## src/ddrc_ctrl_pkg.sv

```systemverilog
`default_nettype none

package ddrc_ctrl_pkg;

    typedef logic [31:0] wdata_t;     // bus write word
    typedef logic [7:0]  pattern_t;   // dqs or dqm byte pattern
    typedef logic [3:0]  tri_pat_t;   // one tri-state on/off nibble
    typedef logic [3:0]  wbuf_dly_t;  // extra write-buffer enable delay, cycles
    typedef logic [7:0]  dly_data_t;  // fine delay value
    typedef logic [6:0]  dly_addr_t;  // delay register select
    typedef logic [10:0] run_addr_t;  // sequencer start, msb = auto/manual
    typedef logic [3:0]  run_chn_t;   // sequencer channel
    typedef logic [12:0] map_addr_t;  // width of the address map below

    localparam map_addr_t ctrl_win_addr = 13'h1000; // whole control register window
    localparam map_addr_t ctrl_win_mask = 13'h1400;
    localparam map_addr_t busy_win_addr = 13'h1800; // bursts here may see busy
    localparam map_addr_t busy_win_mask = 13'h1c00;

    localparam map_addr_t dly_ld_addr   = 13'h1080; // 128 delay registers
    localparam map_addr_t dly_ld_mask   = 13'h1780;
    localparam map_addr_t dly_set_addr  = 13'h1070; // apply all delays at once
    localparam map_addr_t dly_set_mask  = 13'h17ff;
    localparam map_addr_t run_cmd_addr  = 13'h1000; // low 4 address bits give the channel
    localparam map_addr_t run_cmd_mask  = 13'h17f0;
    localparam map_addr_t patterns_addr = 13'h1020; // {dqm, dqs}
    localparam map_addr_t patterns_mask = 13'h17ff;
    localparam map_addr_t tri_addr      = 13'h1021; // {dqs_off, dqs_on, dq_off, dq_on}
    localparam map_addr_t tri_mask      = 13'h17ff;
    localparam map_addr_t wbuf_addr     = 13'h1022;
    localparam map_addr_t wbuf_mask     = 13'h17ff;
    localparam map_addr_t cmda_en_addr  = 13'h1024; // address bit 0 is the new value
    localparam map_addr_t cmda_en_mask  = 13'h17fe;
    localparam map_addr_t sdrst_addr    = 13'h1026;
    localparam map_addr_t sdrst_mask    = 13'h17fe;
    localparam map_addr_t cke_addr      = 13'h1028;
    localparam map_addr_t cke_mask      = 13'h17fe;

    localparam pattern_t  dqs_pattern_dflt = 8'h55; // toggling dqs during writes
    localparam pattern_t  dqm_pattern_dflt = 8'h00; // all bytes enabled
    localparam tri_pat_t  dq_tri_on_dflt   = 4'h7;
    localparam tri_pat_t  dq_tri_off_dflt  = 4'he;
    localparam tri_pat_t  dqs_tri_on_dflt  = 4'h3; // dqs preamble opens earlier than dq
    localparam tri_pat_t  dqs_tri_off_dflt = 4'hc;
    localparam wbuf_dly_t wbuf_dly_dflt    = 4'h6;

    // true when a agrees with addr on every bit set in mask
    function automatic logic addr_hit(input map_addr_t a, input map_addr_t addr,
                                      input map_addr_t mask);
        return ((a ^ addr) & mask) == '0;
    endfunction

endpackage

`default_nettype wire

```

## src/ctrl_window.sv

```systemverilog
`timescale 1ns/1ps
`default_nettype none

module ctrl_window #(
    parameter int addr_bits = 13
) (
    input  wire logic                 clk,
    input  wire logic                 mclk,
    input  wire logic                 start_wburst, // one-cycle burst start
    input  wire logic [addr_bits-1:0] pre_waddr,    // burst address, valid with start_wburst
    input  wire logic                 wr_en,
    input  wire logic                 half_empty,   // fifo at most half occupied
    output logic                      busy,
    output logic                      push          // fifo write
);
    import ddrc_ctrl_pkg::*;

    logic selected;      // current burst goes to the control registers
    logic selected_busy; // current burst lies in the busy window
    logic fill_high;     // fifo past half full, registered
    logic ctrl_match;
    logic busy_match;

    assign ctrl_match = addr_hit(pre_waddr[12:0], ctrl_win_addr, ctrl_win_mask);
    assign busy_match = addr_hit(pre_waddr[12:0], busy_win_addr, busy_win_mask);

    always_ff @(posedge clk or posedge mclk) begin
        if (mclk) begin
            selected      <= 1'b0;
            selected_busy <= 1'b0;
            fill_high     <= 1'b0;
        end else begin
            if (start_wburst) begin
                selected      <= ctrl_match;
                selected_busy <= busy_match;
            end
            fill_high <= !half_empty; // sampled every cycle so busy clears as the fifo drains
        end
    end

    // live address in the start cycle, latched window for the rest of the burst
    assign busy = fill_high && (start_wburst ? busy_match : selected_busy);
    assign push = wr_en && selected;

endmodule

`default_nettype wire

```

## src/cmd_fifo.sv

```systemverilog
`timescale 1ns/1ps
`default_nettype none

module cmd_fifo #(
    parameter int addr_bits       = 13,
    parameter int fifo_depth_log2 = 2
) (
    input  wire logic                  clk,
    input  wire logic                  mclk,
    input  wire logic                  push,
    input  wire logic [addr_bits-1:0]  push_addr,
    input  wire ddrc_ctrl_pkg::wdata_t push_data,
    input  wire logic                  pop,
    output logic [addr_bits-1:0]       head_addr,  // valid while nempty
    output ddrc_ctrl_pkg::wdata_t      head_data,
    output logic                       nempty,
    output logic                       half_empty  // at most half the entries in use
);
    import ddrc_ctrl_pkg::*;

    localparam int fifo_depth = 1 << fifo_depth_log2;

    logic [addr_bits-1:0]       mem_addr [fifo_depth]; // address half of each entry
    wdata_t                     mem_data [fifo_depth];
    logic [fifo_depth_log2-1:0] wptr;
    logic [fifo_depth_log2-1:0] rptr;
    logic [fifo_depth_log2:0]   count;
    logic                       full;
    logic                       push_ok;
    logic                       pop_ok;

    assign full       = count == (fifo_depth_log2 + 1)'(fifo_depth);
    assign nempty     = count != '0;
    assign half_empty = count <= (fifo_depth_log2 + 1)'(fifo_depth / 2);
    assign push_ok    = push && !full; // overflow beats are lost
    assign pop_ok     = pop && nempty;

    always_ff @(posedge clk) begin
        if (push_ok) begin
            mem_addr[wptr] <= push_addr;
            mem_data[wptr] <= push_data;
        end
    end

    always_ff @(posedge clk or posedge mclk) begin
        if (mclk) begin
            wptr  <= '0;
            rptr  <= '0;
            count <= '0;
        end else begin
            if (push_ok) wptr <= wptr + 1'b1;
            if (pop_ok)  rptr <= rptr + 1'b1;
            unique case ({push_ok, pop_ok})
                2'b10:   count <= count + 1'b1;
                2'b01:   count <= count - 1'b1;
                default: count <= count; // idle or simultaneous push and pop
            endcase
        end
    end

    assign head_addr = mem_addr[rptr]; // first word falls through
    assign head_data = mem_data[rptr];

    // master must respect busy, so the fifo never sees a write while full
    assert property (@(posedge clk) disable iff (mclk) push |-> !full)
        else $error("cmd_fifo: write into full fifo");
    assert property (@(posedge clk) disable iff (mclk) pop |-> nempty)
        else $error("cmd_fifo: read from empty fifo");

endmodule

`default_nettype wire

```

## src/cmd_decode.sv

```systemverilog
`timescale 1ns/1ps
`default_nettype none

module cmd_decode #(
    parameter int addr_bits = 13
) (
    input  wire logic                  clk,
    input  wire logic                  mclk,
    input  wire logic                  nempty,
    input  wire logic [addr_bits-1:0]  head_addr,
    input  wire ddrc_ctrl_pkg::wdata_t head_data,
    input  wire logic                  ddr_rst,    // memory held in reset, no sequencer runs
    output logic                       pop,
    output logic                       ld_delay,   // one-cycle delay register write
    output logic                       dly_set,    // one-cycle apply of all delays
    output logic                       run_seq,
    output ddrc_ctrl_pkg::dly_data_t   dly_data,
    output ddrc_ctrl_pkg::dly_addr_t   dly_addr,
    output ddrc_ctrl_pkg::run_addr_t   run_addr,
    output ddrc_ctrl_pkg::run_chn_t    run_chn,
    output logic                       ld_patterns,
    output logic                       ld_tri,
    output logic                       ld_wbuf,
    output logic                       ld_cmda,
    output logic                       ld_sdrst,
    output logic                       ld_cke,
    output logic                       set_bit,    // head address bit 0
    output logic [15:0]                set_data    // low half of the data word
);
    import ddrc_ctrl_pkg::*;

    map_addr_t a;
    logic      run_hit; // registered run match, before the memory reset gate

    assign pop = nempty; // one entry consumed every cycle
    assign a   = head_addr[12:0];

    always_ff @(posedge clk or posedge mclk) begin
        if (mclk) begin
            ld_delay    <= 1'b0;
            dly_set     <= 1'b0;
            run_hit     <= 1'b0;
            ld_patterns <= 1'b0;
            ld_tri      <= 1'b0;
            ld_wbuf     <= 1'b0;
            ld_cmda     <= 1'b0;
            ld_sdrst    <= 1'b0;
            ld_cke      <= 1'b0;
        end else begin
            ld_delay    <= pop && addr_hit(a, dly_ld_addr, dly_ld_mask);
            dly_set     <= pop && addr_hit(a, dly_set_addr, dly_set_mask);
            run_hit     <= pop && addr_hit(a, run_cmd_addr, run_cmd_mask);
            ld_patterns <= pop && addr_hit(a, patterns_addr, patterns_mask);
            ld_tri      <= pop && addr_hit(a, tri_addr, tri_mask);
            ld_wbuf     <= pop && addr_hit(a, wbuf_addr, wbuf_mask);
            ld_cmda     <= pop && addr_hit(a, cmda_en_addr, cmda_en_mask);
            ld_sdrst    <= pop && addr_hit(a, sdrst_addr, sdrst_mask);
            ld_cke      <= pop && addr_hit(a, cke_addr, cke_mask);
        end
    end

    always_ff @(posedge clk) begin
        if (pop) begin
            dly_data <= head_data[7:0];
            dly_addr <= head_addr[6:0];
            run_addr <= head_data[10:0];
            run_chn  <= head_addr[3:0];
            set_bit  <= head_addr[0];
            set_data <= head_data[15:0];
        end
    end

    assign run_seq = run_hit && !ddr_rst;

    assert property (@(posedge clk) disable iff (mclk) !(ld_delay && dly_set))
        else $error("cmd_decode: delay load and delay set in the same cycle");

endmodule

`default_nettype wire

```

## src/phy_ctrl_regs.sv

```systemverilog
`timescale 1ns/1ps
`default_nettype none

module phy_ctrl_regs (
    input  wire logic                clk,
    input  wire logic                mclk,
    input  wire logic                ld_patterns,
    input  wire logic                ld_tri,
    input  wire logic                ld_wbuf,
    input  wire logic                ld_cmda,
    input  wire logic                ld_sdrst,
    input  wire logic                ld_cke,
    input  wire logic                set_bit,
    input  wire logic [15:0]         set_data,
    output logic                     cmda_en,             // command/address outputs driven
    output logic                     ddr_rst,             // memory reset, asserted from power-up
    output logic                     ddr_cke,
    output ddrc_ctrl_pkg::pattern_t  dqs_pattern,
    output ddrc_ctrl_pkg::pattern_t  dqm_pattern,
    output ddrc_ctrl_pkg::tri_pat_t  dq_tri_on_pattern,
    output ddrc_ctrl_pkg::tri_pat_t  dq_tri_off_pattern,
    output ddrc_ctrl_pkg::tri_pat_t  dqs_tri_on_pattern,
    output ddrc_ctrl_pkg::tri_pat_t  dqs_tri_off_pattern,
    output ddrc_ctrl_pkg::wbuf_dly_t wbuf_delay
);
    import ddrc_ctrl_pkg::*;

    always_ff @(posedge clk or posedge mclk) begin
        if (mclk) begin
            {dqm_pattern, dqs_pattern} <= {dqm_pattern_dflt, dqs_pattern_dflt};
            dq_tri_on_pattern   <= dq_tri_on_dflt;
            dq_tri_off_pattern  <= dq_tri_off_dflt;
            dqs_tri_on_pattern  <= dqs_tri_on_dflt;
            dqs_tri_off_pattern <= dqs_tri_off_dflt;
            wbuf_delay          <= wbuf_dly_dflt;
            cmda_en             <= 1'b0;
            ddr_rst             <= 1'b1;
            ddr_cke             <= 1'b0;
        end else begin
            if (ld_patterns) {dqm_pattern, dqs_pattern} <= set_data; // dqm in upper byte
            if (ld_tri) begin
                // nibbles low to high: dq on, dq off, dqs on, dqs off
                {dqs_tri_off_pattern, dqs_tri_on_pattern,
                 dq_tri_off_pattern, dq_tri_on_pattern} <= set_data;
            end
            if (ld_wbuf)  wbuf_delay <= set_data[3:0];
            if (ld_cmda)  cmda_en    <= set_bit;
            if (ld_sdrst) ddr_rst    <= set_bit; // h1026 releases, h1027 asserts
            if (ld_cke)   ddr_cke    <= set_bit;
        end
    end

endmodule

`default_nettype wire

```

## src/ddrc_control.sv

```systemverilog
`timescale 1ns/1ps
`default_nettype none

module ddrc_control #(
    parameter int addr_bits       = 13, // bus address width
    parameter int fifo_depth_log2 = 2   // four command entries
) (
    input  wire logic                  clk,
    input  wire logic                  mclk,
    input  wire logic                  start_wburst,
    input  wire logic [addr_bits-1:0]  pre_waddr,
    input  wire logic                  wr_en,
    input  wire logic [addr_bits-1:0]  waddr,
    input  wire ddrc_ctrl_pkg::wdata_t wdata,
    output logic                       busy,
    output ddrc_ctrl_pkg::run_addr_t   run_addr,
    output ddrc_ctrl_pkg::run_chn_t    run_chn,
    output logic                       run_seq,
    output ddrc_ctrl_pkg::dly_data_t   dly_data,
    output ddrc_ctrl_pkg::dly_addr_t   dly_addr,
    output logic                       ld_delay,
    output logic                       dly_set,
    output logic                       cmda_en,
    output logic                       ddr_rst,
    output logic                       ddr_cke,
    output ddrc_ctrl_pkg::pattern_t    dqs_pattern,
    output ddrc_ctrl_pkg::pattern_t    dqm_pattern,
    output ddrc_ctrl_pkg::tri_pat_t    dq_tri_on_pattern,
    output ddrc_ctrl_pkg::tri_pat_t    dq_tri_off_pattern,
    output ddrc_ctrl_pkg::tri_pat_t    dqs_tri_on_pattern,
    output ddrc_ctrl_pkg::tri_pat_t    dqs_tri_off_pattern,
    output ddrc_ctrl_pkg::wbuf_dly_t   wbuf_delay
);
    import ddrc_ctrl_pkg::*;

    logic                 push;
    logic                 half_empty;
    logic                 nempty;
    logic                 pop;
    logic [addr_bits-1:0] head_addr;
    wdata_t               head_data;
    logic                 ld_patterns;
    logic                 ld_tri;
    logic                 ld_wbuf;
    logic                 ld_cmda;
    logic                 ld_sdrst;
    logic                 ld_cke;
    logic                 set_bit;
    logic [15:0]          set_data;

    ctrl_window #(.addr_bits(addr_bits)) u_ctrl_window (
        .clk(clk), .mclk(mclk), .start_wburst(start_wburst), .pre_waddr(pre_waddr),
        .wr_en(wr_en), .half_empty(half_empty), .busy(busy), .push(push)
    );

    cmd_fifo #(.addr_bits(addr_bits), .fifo_depth_log2(fifo_depth_log2)) u_cmd_fifo (
        .clk(clk), .mclk(mclk), .push(push), .push_addr(waddr), .push_data(wdata),
        .pop(pop), .head_addr(head_addr), .head_data(head_data), .nempty(nempty),
        .half_empty(half_empty)
    );

    cmd_decode #(.addr_bits(addr_bits)) u_cmd_decode (
        .clk(clk), .mclk(mclk), .nempty(nempty), .head_addr(head_addr),
        .head_data(head_data), .ddr_rst(ddr_rst), .pop(pop), .ld_delay(ld_delay),
        .dly_set(dly_set), .run_seq(run_seq), .dly_data(dly_data), .dly_addr(dly_addr),
        .run_addr(run_addr), .run_chn(run_chn), .ld_patterns(ld_patterns),
        .ld_tri(ld_tri), .ld_wbuf(ld_wbuf), .ld_cmda(ld_cmda), .ld_sdrst(ld_sdrst),
        .ld_cke(ld_cke), .set_bit(set_bit), .set_data(set_data)
    );

    phy_ctrl_regs u_phy_ctrl_regs (
        .clk(clk), .mclk(mclk), .ld_patterns(ld_patterns), .ld_tri(ld_tri),
        .ld_wbuf(ld_wbuf), .ld_cmda(ld_cmda), .ld_sdrst(ld_sdrst), .ld_cke(ld_cke),
        .set_bit(set_bit), .set_data(set_data), .cmda_en(cmda_en), .ddr_rst(ddr_rst),
        .ddr_cke(ddr_cke), .dqs_pattern(dqs_pattern), .dqm_pattern(dqm_pattern),
        .dq_tri_on_pattern(dq_tri_on_pattern), .dq_tri_off_pattern(dq_tri_off_pattern),
        .dqs_tri_on_pattern(dqs_tri_on_pattern),
        .dqs_tri_off_pattern(dqs_tri_off_pattern), .wbuf_delay(wbuf_delay)
    );

endmodule

`default_nettype wire

```

## config.mk

```make
export PLATFORM = sky130hd
export DESIGN_NAME = ddrc_control
export DESIGN_NICKNAME = d
export VERILOG_FILES = /design/src/ddrc_ctrl_pkg.sv /design/src/ctrl_window.sv /design/src/cmd_fifo.sv /design/src/cmd_decode.sv /design/src/phy_ctrl_regs.sv /design/src/ddrc_control.sv
export SDC_FILE = /design/constraint.sdc
export NUM_CORES = 1
export LEC_CHECK = 0
export BUFFER_PORTS_ARGS = -buffer_cell sky130_fd_sc_hd__buf_2
export CAP_MARGIN = 20
export CORE_ASPECT_RATIO = 1.4
export CORE_UTILIZATION = 47
export DETAILED_ROUTE_END_ITERATION = 8
export GPL_ROUTABILITY_DRIVEN = 0
export PLACE_DENSITY_LB_ADDON = 0.3
export SLEW_MARGIN = 40
export SYNTH_ARGS = -nofsm -noshare
export SYNTH_HDL_FRONTEND = slang
export SYNTH_SLANG_ARGS = --single-unit
```

## constraint.sdc

```tcl
create_clock -name clk -period 2.19 [get_ports clk]
set_input_delay 0.1095 -clock clk [delete_from_list [all_inputs] [get_ports clk]]
set_output_delay 0.1095 -clock clk [all_outputs]
set_load 0.01 [all_outputs]
```

Yosys cells after proc, flatten, opt, wreduce, memory -nomap -nowiden

Memory sizes are Yosys's and may differ from the RTL's.
Cells that the tools add are included.
W data, S select, Z words.

Output and inout port bits: 73
Input port bits: 62
Memories: 2
Bits in registers: 105
Word-level logic and storage cells: 85
Bits in writable memories: 180

Memory list:

| memory              | words | width | read ports | clocked after Yosys merged registers in | write ports | line           | text |
|---|---|---|---|---|---|---|---|
| u_cmd_fifo.mem_data | 4     | 32    | 1          | 0                                       | 1           | cmd_fifo.sv:24 | `wdata_t mem_data [fifo_depth];` |
| u_cmd_fifo.mem_addr | 4     | 13    | 1          | 0                                       | 1           | cmd_fifo.sv:23 | `logic [addr_bits-1:0] mem_addr [fifo_depth];` |

Magnitude comparators: 1
Reductions and logical operators: 29
Equality and inequality tests: 3
Mux-type cells: 4
Bitwise gates (word level): 11
$add $sub $neg: 4

Operator list:

| operator              | number |
|---|---|
| $logic_not A13 Y1     | 11 |
| $logic_and A1 B1 Y1   | 13 |
| $not A3 Y3            | 4 |
| $not A4 Y4            | 2 |
| $not A2 Y2            | 3 |
| $pmux W3 S2           | 1 |
| $add A2 B1 Y2 const B | 2 |
| $add A3 B1 Y3 const B | 1 |
| $eq A3 B3 Y1 const B  | 1 |
| $le A3 B2 Y1 const B  | 1 |
| $logic_not A1 Y1      | 3 |
| $mux W1               | 3 |
| $reduce_bool A3 Y1    | 1 |
| $sub A3 B1 Y3 const B | 1 |
| $eq A2 B1 Y1 const B  | 1 |
| $eq A2 B2 Y1 const B  | 1 |
| $not A1 Y1            | 2 |
| $reduce_bool A2 Y1    | 1 |

Depth between registers and ports, before layout

Depth in word-level cells: 5
Gate-level depth with buffers: 7
Gate-level depth less buffers: 7

Modules after synthesis

Synthesis repeated with hierarchy kept, for this count alone.

Cell total of the unflattened synthesis: 451
Area total of the unflattened synthesis: 9982.1 um^2

Modules (own cells, without submodules):

| module        | area an instance (um^2) | sequential area each (um^2) | times used | cells an instance |
|---|---|---|---|---|
| cmd_fifo      | 6952.9                  | 5580.4                      | 1          | 274 |
| phy_ctrl_regs | 1577.8                  | 997.2                       | 1          | 83 |
| cmd_decode    | 1320.0                  | 915.9                       | 1          | 81 |
| ctrl_window   | 131.4                   | 75.1                        | 1          | 13 |

Worst setup path before layout

No wires, ideal clock.

Kind: flip-flop to flip-flop
Start point: reg u_cmd_fifo.count[2]
End point: reg u_cmd_fifo.count[2]
Path buffers: 0
Slack: 35 ps
Required time: 2069 ps
Clock period less this slack: 2155 ps
Arrival: 2034 ps
Cell stages (with the launch flop): 8
Library setup time: 121 ps
Cell sequence: dfrtp_1 > nor3_1 > inv_1 > o21ai_0 > fa_1 > mux2_2 > nor2_1 > a21oi_1

Elaborated cells on any way between the ends: 10
Those cells by class: add/sub (2); eq/ne (3); mux (1); reduce/logical (4)

RTL lines:

| item                                              | line               | text |
|---|---|---|
| from (decl)                                       | cmd_fifo.sv:27     | `logic [fifo_depth_log2:0] count;` |
| from (signal assigned)                            | cmd_fifo.sv:54     | `2'b10: count <= count + 1'b1;` |
| from (signal assigned)                            | cmd_fifo.sv:55     | `2'b01: count <= count - 1'b1;` |
| from (signal assigned)                            | cmd_fifo.sv:56     | `default: count <= count;` |
| $reduce_bool A3 Y1 *                              | cmd_fifo.sv:33     | `assign nempty = count != '0;` |
| via nempty                                        | ddrc_control.sv:38 | `logic nempty;` |
| $eq A2 B1 Y1 or $eq A2 B2 Y1 (tied branches)      | cmd_fifo.sv:53     | `unique case ({push_ok, pop_ok})` |
| $pmux W3 S2 or $reduce_bool A2 Y1 (tied branches) | n/a                |  |

Mark *: on every way through the listed nets, which the timed path passes. The rest lies on a longest branch.
A chain may end at the register's enable or synchronous reset.

Worst setup path in the final report

Start point: reg u_cmd_fifo.rptr[0]
End point: reg u_cmd_decode.ld_tri

Word-level cells in the longest chain between the ends: 4

Ends and longest elaborated chain:

| item                   | line                | text |
|---|---|---|
| from (decl)            | cmd_fifo.sv:26      | `logic [fifo_depth_log2-1:0] rptr;` |
| from (signal assigned) | cmd_fifo.sv:52      | `if (pop_ok) rptr <= rptr + 1'b1;` |
| $mem_v2 Z4 W13 *       | n/a                 |  |
| $not A3 Y3 (no line)   | n/a                 |  |
| $logic_not A13 Y1 *    | ddrc_ctrl_pkg.sv:50 | `return ((a ^ addr) & mask) == '0;` |
| $logic_and A1 B1 Y1 *  | cmd_decode.sv:54    | `ld_tri <= pop && addr_hit(a, tri_addr, tri_mask);` |
| to (signal assigned)   | cmd_decode.sv:54    |  |
| to (decl)              | cmd_decode.sv:22    | `output logic ld_tri,` |

Mark *: on every way between the ends. The rest lies on a longest branch, timed or not.

==> impl_metrics.json <==
{
  "post-route-drc-count": 0,
  "cap_violations": 0,
  "async_flop_share": 0.3005,
  "hold_end": "u_ctrl_window.selected$_DFFE_PP0P_",
  "powerDensity_nw_per_um2": 1104,
  "design_area_um2": 8835,
  "drive_above_1_share": 0.4538,
  "synth_common_cells": "edfxtp_1 (135), dfrtp_1 (41), mux2_2 (41)",
  "fp.dieH_um": 149.4,
  "clockBufferDepth": 2,
  "slowest_stage": "dfrtp_2",
  "busiest_layer": "met2",
  "place_ws_ns": 0.2403,
  "cts_tree": "yes",
  "cts_setup_buffers": 0,
  "fin_setup_tns_ns": 0,
  "rows": 53,
  "grt_pass1_wl_um": 20290,
  "synth_seq_cells": 193,
  "cp-end-kind": "flop",
  "fmax_mhz": 514.0,
  "synth_most_common_cell": "edfxtp_1",
  "synth_cells": 367,
  "fin_worst_skew_ns": 0.009746,
  "maxSlewHeadroom": 0.5699,
  "port_buffers": 107,
  "start_kind": "flop",
  "syn_area_um2": 7297,
  "dp.final_hpwl_um": 8514,
  "outcome": "completed",
  "grt.met2_usage": 0.3239,
  "rsz0062_at_grt": "false",
  "post_drt_wl_per_cell_um": 17.78,
  "worst_slew_pin_slew_ns": 0.6442,
  "diodes": 0,
  "finalCritPeriodShare": 0.8883,
  "arrival_ns": 2.25,
  "hp-class": "in -> reg",
  "leakagePower_nw": 3.562,
  "syn2layout_area_growth_pct": 21.07,
  "layout_setup_ws_ns": 0.2446,
  "syn_avg_cell_area_um2": 19.88,
  "synthFlopType": "edfxtp_1",
  "grt_overflow": 0,
  "wl_um": 12660,
  "synth_cell_type_count": 36,
  "setup_viol": 0,
  "htreeDepth": 4,
  "crit_required_ns": 2.50,
  "rr_worst_depth": 5,
  "nFillCells": 1159,
  "finalHoldViolations": 0,
  "syn-num-nets": 434,
  "r2r-start": "u_cmd_fifo.rptr[0]$_DFFE_PP0P_",
  "start_util": 0.4826,
  "power.total_mw": 9.755,
  "drt_iter0_markers": 184,
  "ys_seq_area_frac": 0.7574,
  "r2r_end": "u_cmd_decode.ld_tri$_DFF_PP0_",
  "clockRootBuffer": "clkbuf_16",
  "crit_chain": "buf_4 -> nor4b_2 -> o211ai_1 -> a211o_1 -> nor4_1",
  "clkTransAtPathRegs_ns": 0.06,
  "worst_path_largest_cell_delay_ns": 0.48,
  "min_period_ns": 1.945,
  "met1_usage": 0.1904,
  "synth_area_leaders": "edfxtp_1 (56%), dfrtp_1 (14%), mux2_2 (6.3%)",
  "grt_usage": 0.1724,
  "antenna_found_initial": 0,
  "insertion_delay_ns": 0.41,
  "grt_start_max_net_pins": 33,
  "vias": 3638,
  "postCtsHoldBufs": 32,
  "antenna_left": 0,
  "hold_start": "pre_waddr[10]",
  "synth_top_area_share": 0.5556,
  "post_cts_resize_count": 0,
  "met3_usage": 0.03049,
  "fp.coreArea_um2": 15120,
  "ys_warn_count": 0,
  "grt_pass1_vias": 3877,
  "die_w_um": 107.3,
  "vias_per_cell": 5.110,
  "hold_depth": 3,
  "worstSetupPathType": "reg -> reg",
  "die_area_um2": 16030,
  "rrSetupSlack_ns": 0.24,
  "cts_buffers": 17,
  "crit_fanout": 11,
  "drv_slew": 0,
  "cts_sinks": 193,
  "dpl_cell_area_um2": 7966,
  "nNetsFinal": 574,
  "synth_edf_count": 135,
  "whs_ns": 0.1114,
  "vdd_drop_max_uv": 535.7,
  "io_pins": 135,
  "dr.pass1.iters": 4,
  "yosys.area.top_type": "edfxtp_1"
}
-- critical path, delay by kind of cell (launching register included) --
kind                   cells  cell delay [ns]
AO/OA/AOI/OAI              2             0.58
buffers and inverters      1             0.22
flip-flops                 1             0.48
AND/OR/NAND/NOR            2             0.56
-- state kept, by name, summed over array words and instances (netlist names), 6 cells and up --
name / count
u_cmd_fifo.mem_addr: 48
u_cmd_decode.run_addr: 10
u_cmd_fifo.mem_data: 64
u_phy_ctrl_regs.dqm_pattern: 8
u_phy_ctrl_regs.dqs_pattern: 8
u_cmd_decode.set_data: 6
-- layout make-up --
type	instances	area [um^2]	area share
Timing Repair Buffer	156	1008	0.1141
Tap cell	192	240.2	0.02719
Clock inverter	11	76.32	0.008639
Multi-Input combinational cell	129	1473	0.1667
Inverter	10	37.54	0.004249
Sequential cell	193	5528	0.6257
Clock buffer	21	471.7	0.05339
-- through the flow --
| step | util | cells |
|---|---|---|
| after floorplan | - | 367 |
| after global placement | 0.5269 | 648 |
| after CTS | 0.5843 | 712 |
| after global routing | 0.5843 | 712 |
| after detailed placement | 0.5269 | 648 |
| final | 0.5843 | 712 |
-- report_power, final --
part | total (mW) | internal, mW | leakage, nW | switching, mW
logic | 2.06 | 0.967 | 1.32 | 1.10
registers | 4.86 | 4.53 | 1.98 | 0.324
clock network | 2.83 | 1.56 | 0.269 | 1.28
-- kinds of logic (layout without fill, tap and decap cells) --
logic type	count (synthesis)	count (layout)	share of synthesized area
AOI/OAI and AO/OA	15	15	0.01217
xor gates and xnor gates	3	3	0.003601
muxes	67	67	0.1437
and+or+nand+nor	39	39	0.03241
buffers and inverters	45	198	0.04115
adders and majority gates	5	5	0.009603
DFF	193	193	0.7574
-- routing by layer --
metal	routed length, um	vias to the layer above
met3	413	16
li1	-	1669
met5	0	-
met1	4953	1863
met4	192	0
met2	7100	90
-- how the worst max path moves through the flow --
stage,start,depth (start not counted),endpoint,slack (ns)
after CTS,u_cmd_fifo.rptr[0]$_DFFE_PP0P_,5,u_cmd_decode.ld_tri$_DFF_PP0_,0.22
after global routing,u_cmd_fifo.rptr[0]$_DFFE_PP0P_,5,u_cmd_decode.ld_patterns$_DFF_PP0_,0.08
after global placement,u_cmd_fifo.rptr[0]$_DFFE_PP0P_,5,u_cmd_decode.ld_patterns$_DFF_PP0_,0.32
final,u_cmd_fifo.rptr[0]$_DFFE_PP0P_,5,u_cmd_decode.ld_tri$_DFF_PP0_,0.24
after detailed placement,u_cmd_fifo.rptr[0]$_DFFE_PP0P_,5,u_cmd_decode.ld_tri$_DFF_PP0_,0.24
after floorplan,u_cmd_fifo.count[2]$_DFFE_PP0P_,7,u_cmd_fifo.count[2]$_DFFE_PP0P_,0.03
-- layout by cell type, fill, tap and decap left out, types with 5 or more instances in the layout --
cell type / netlist / layout
nor3_1: 6 / 6
nor2_1: 5 / 5
mux4_1: 7 / 7
dfstp_2: 17 / 17
edfxtp_1: 135 / 135
dlygate4sd3_1: 0 / 32
buf_2: 2 / 107
nand2_1: 6 / 6
mux4_2: 17 / 17
dfrtp_1: 41 / 40
inv_1: 10 / 9
buf_4: 24 / 15
mux2_2: 41 / 41
o21ai_0: 6 / 6
clkbuf_16: 0 / 18
No activity file was read; power rests on OpenSTA's default activity.
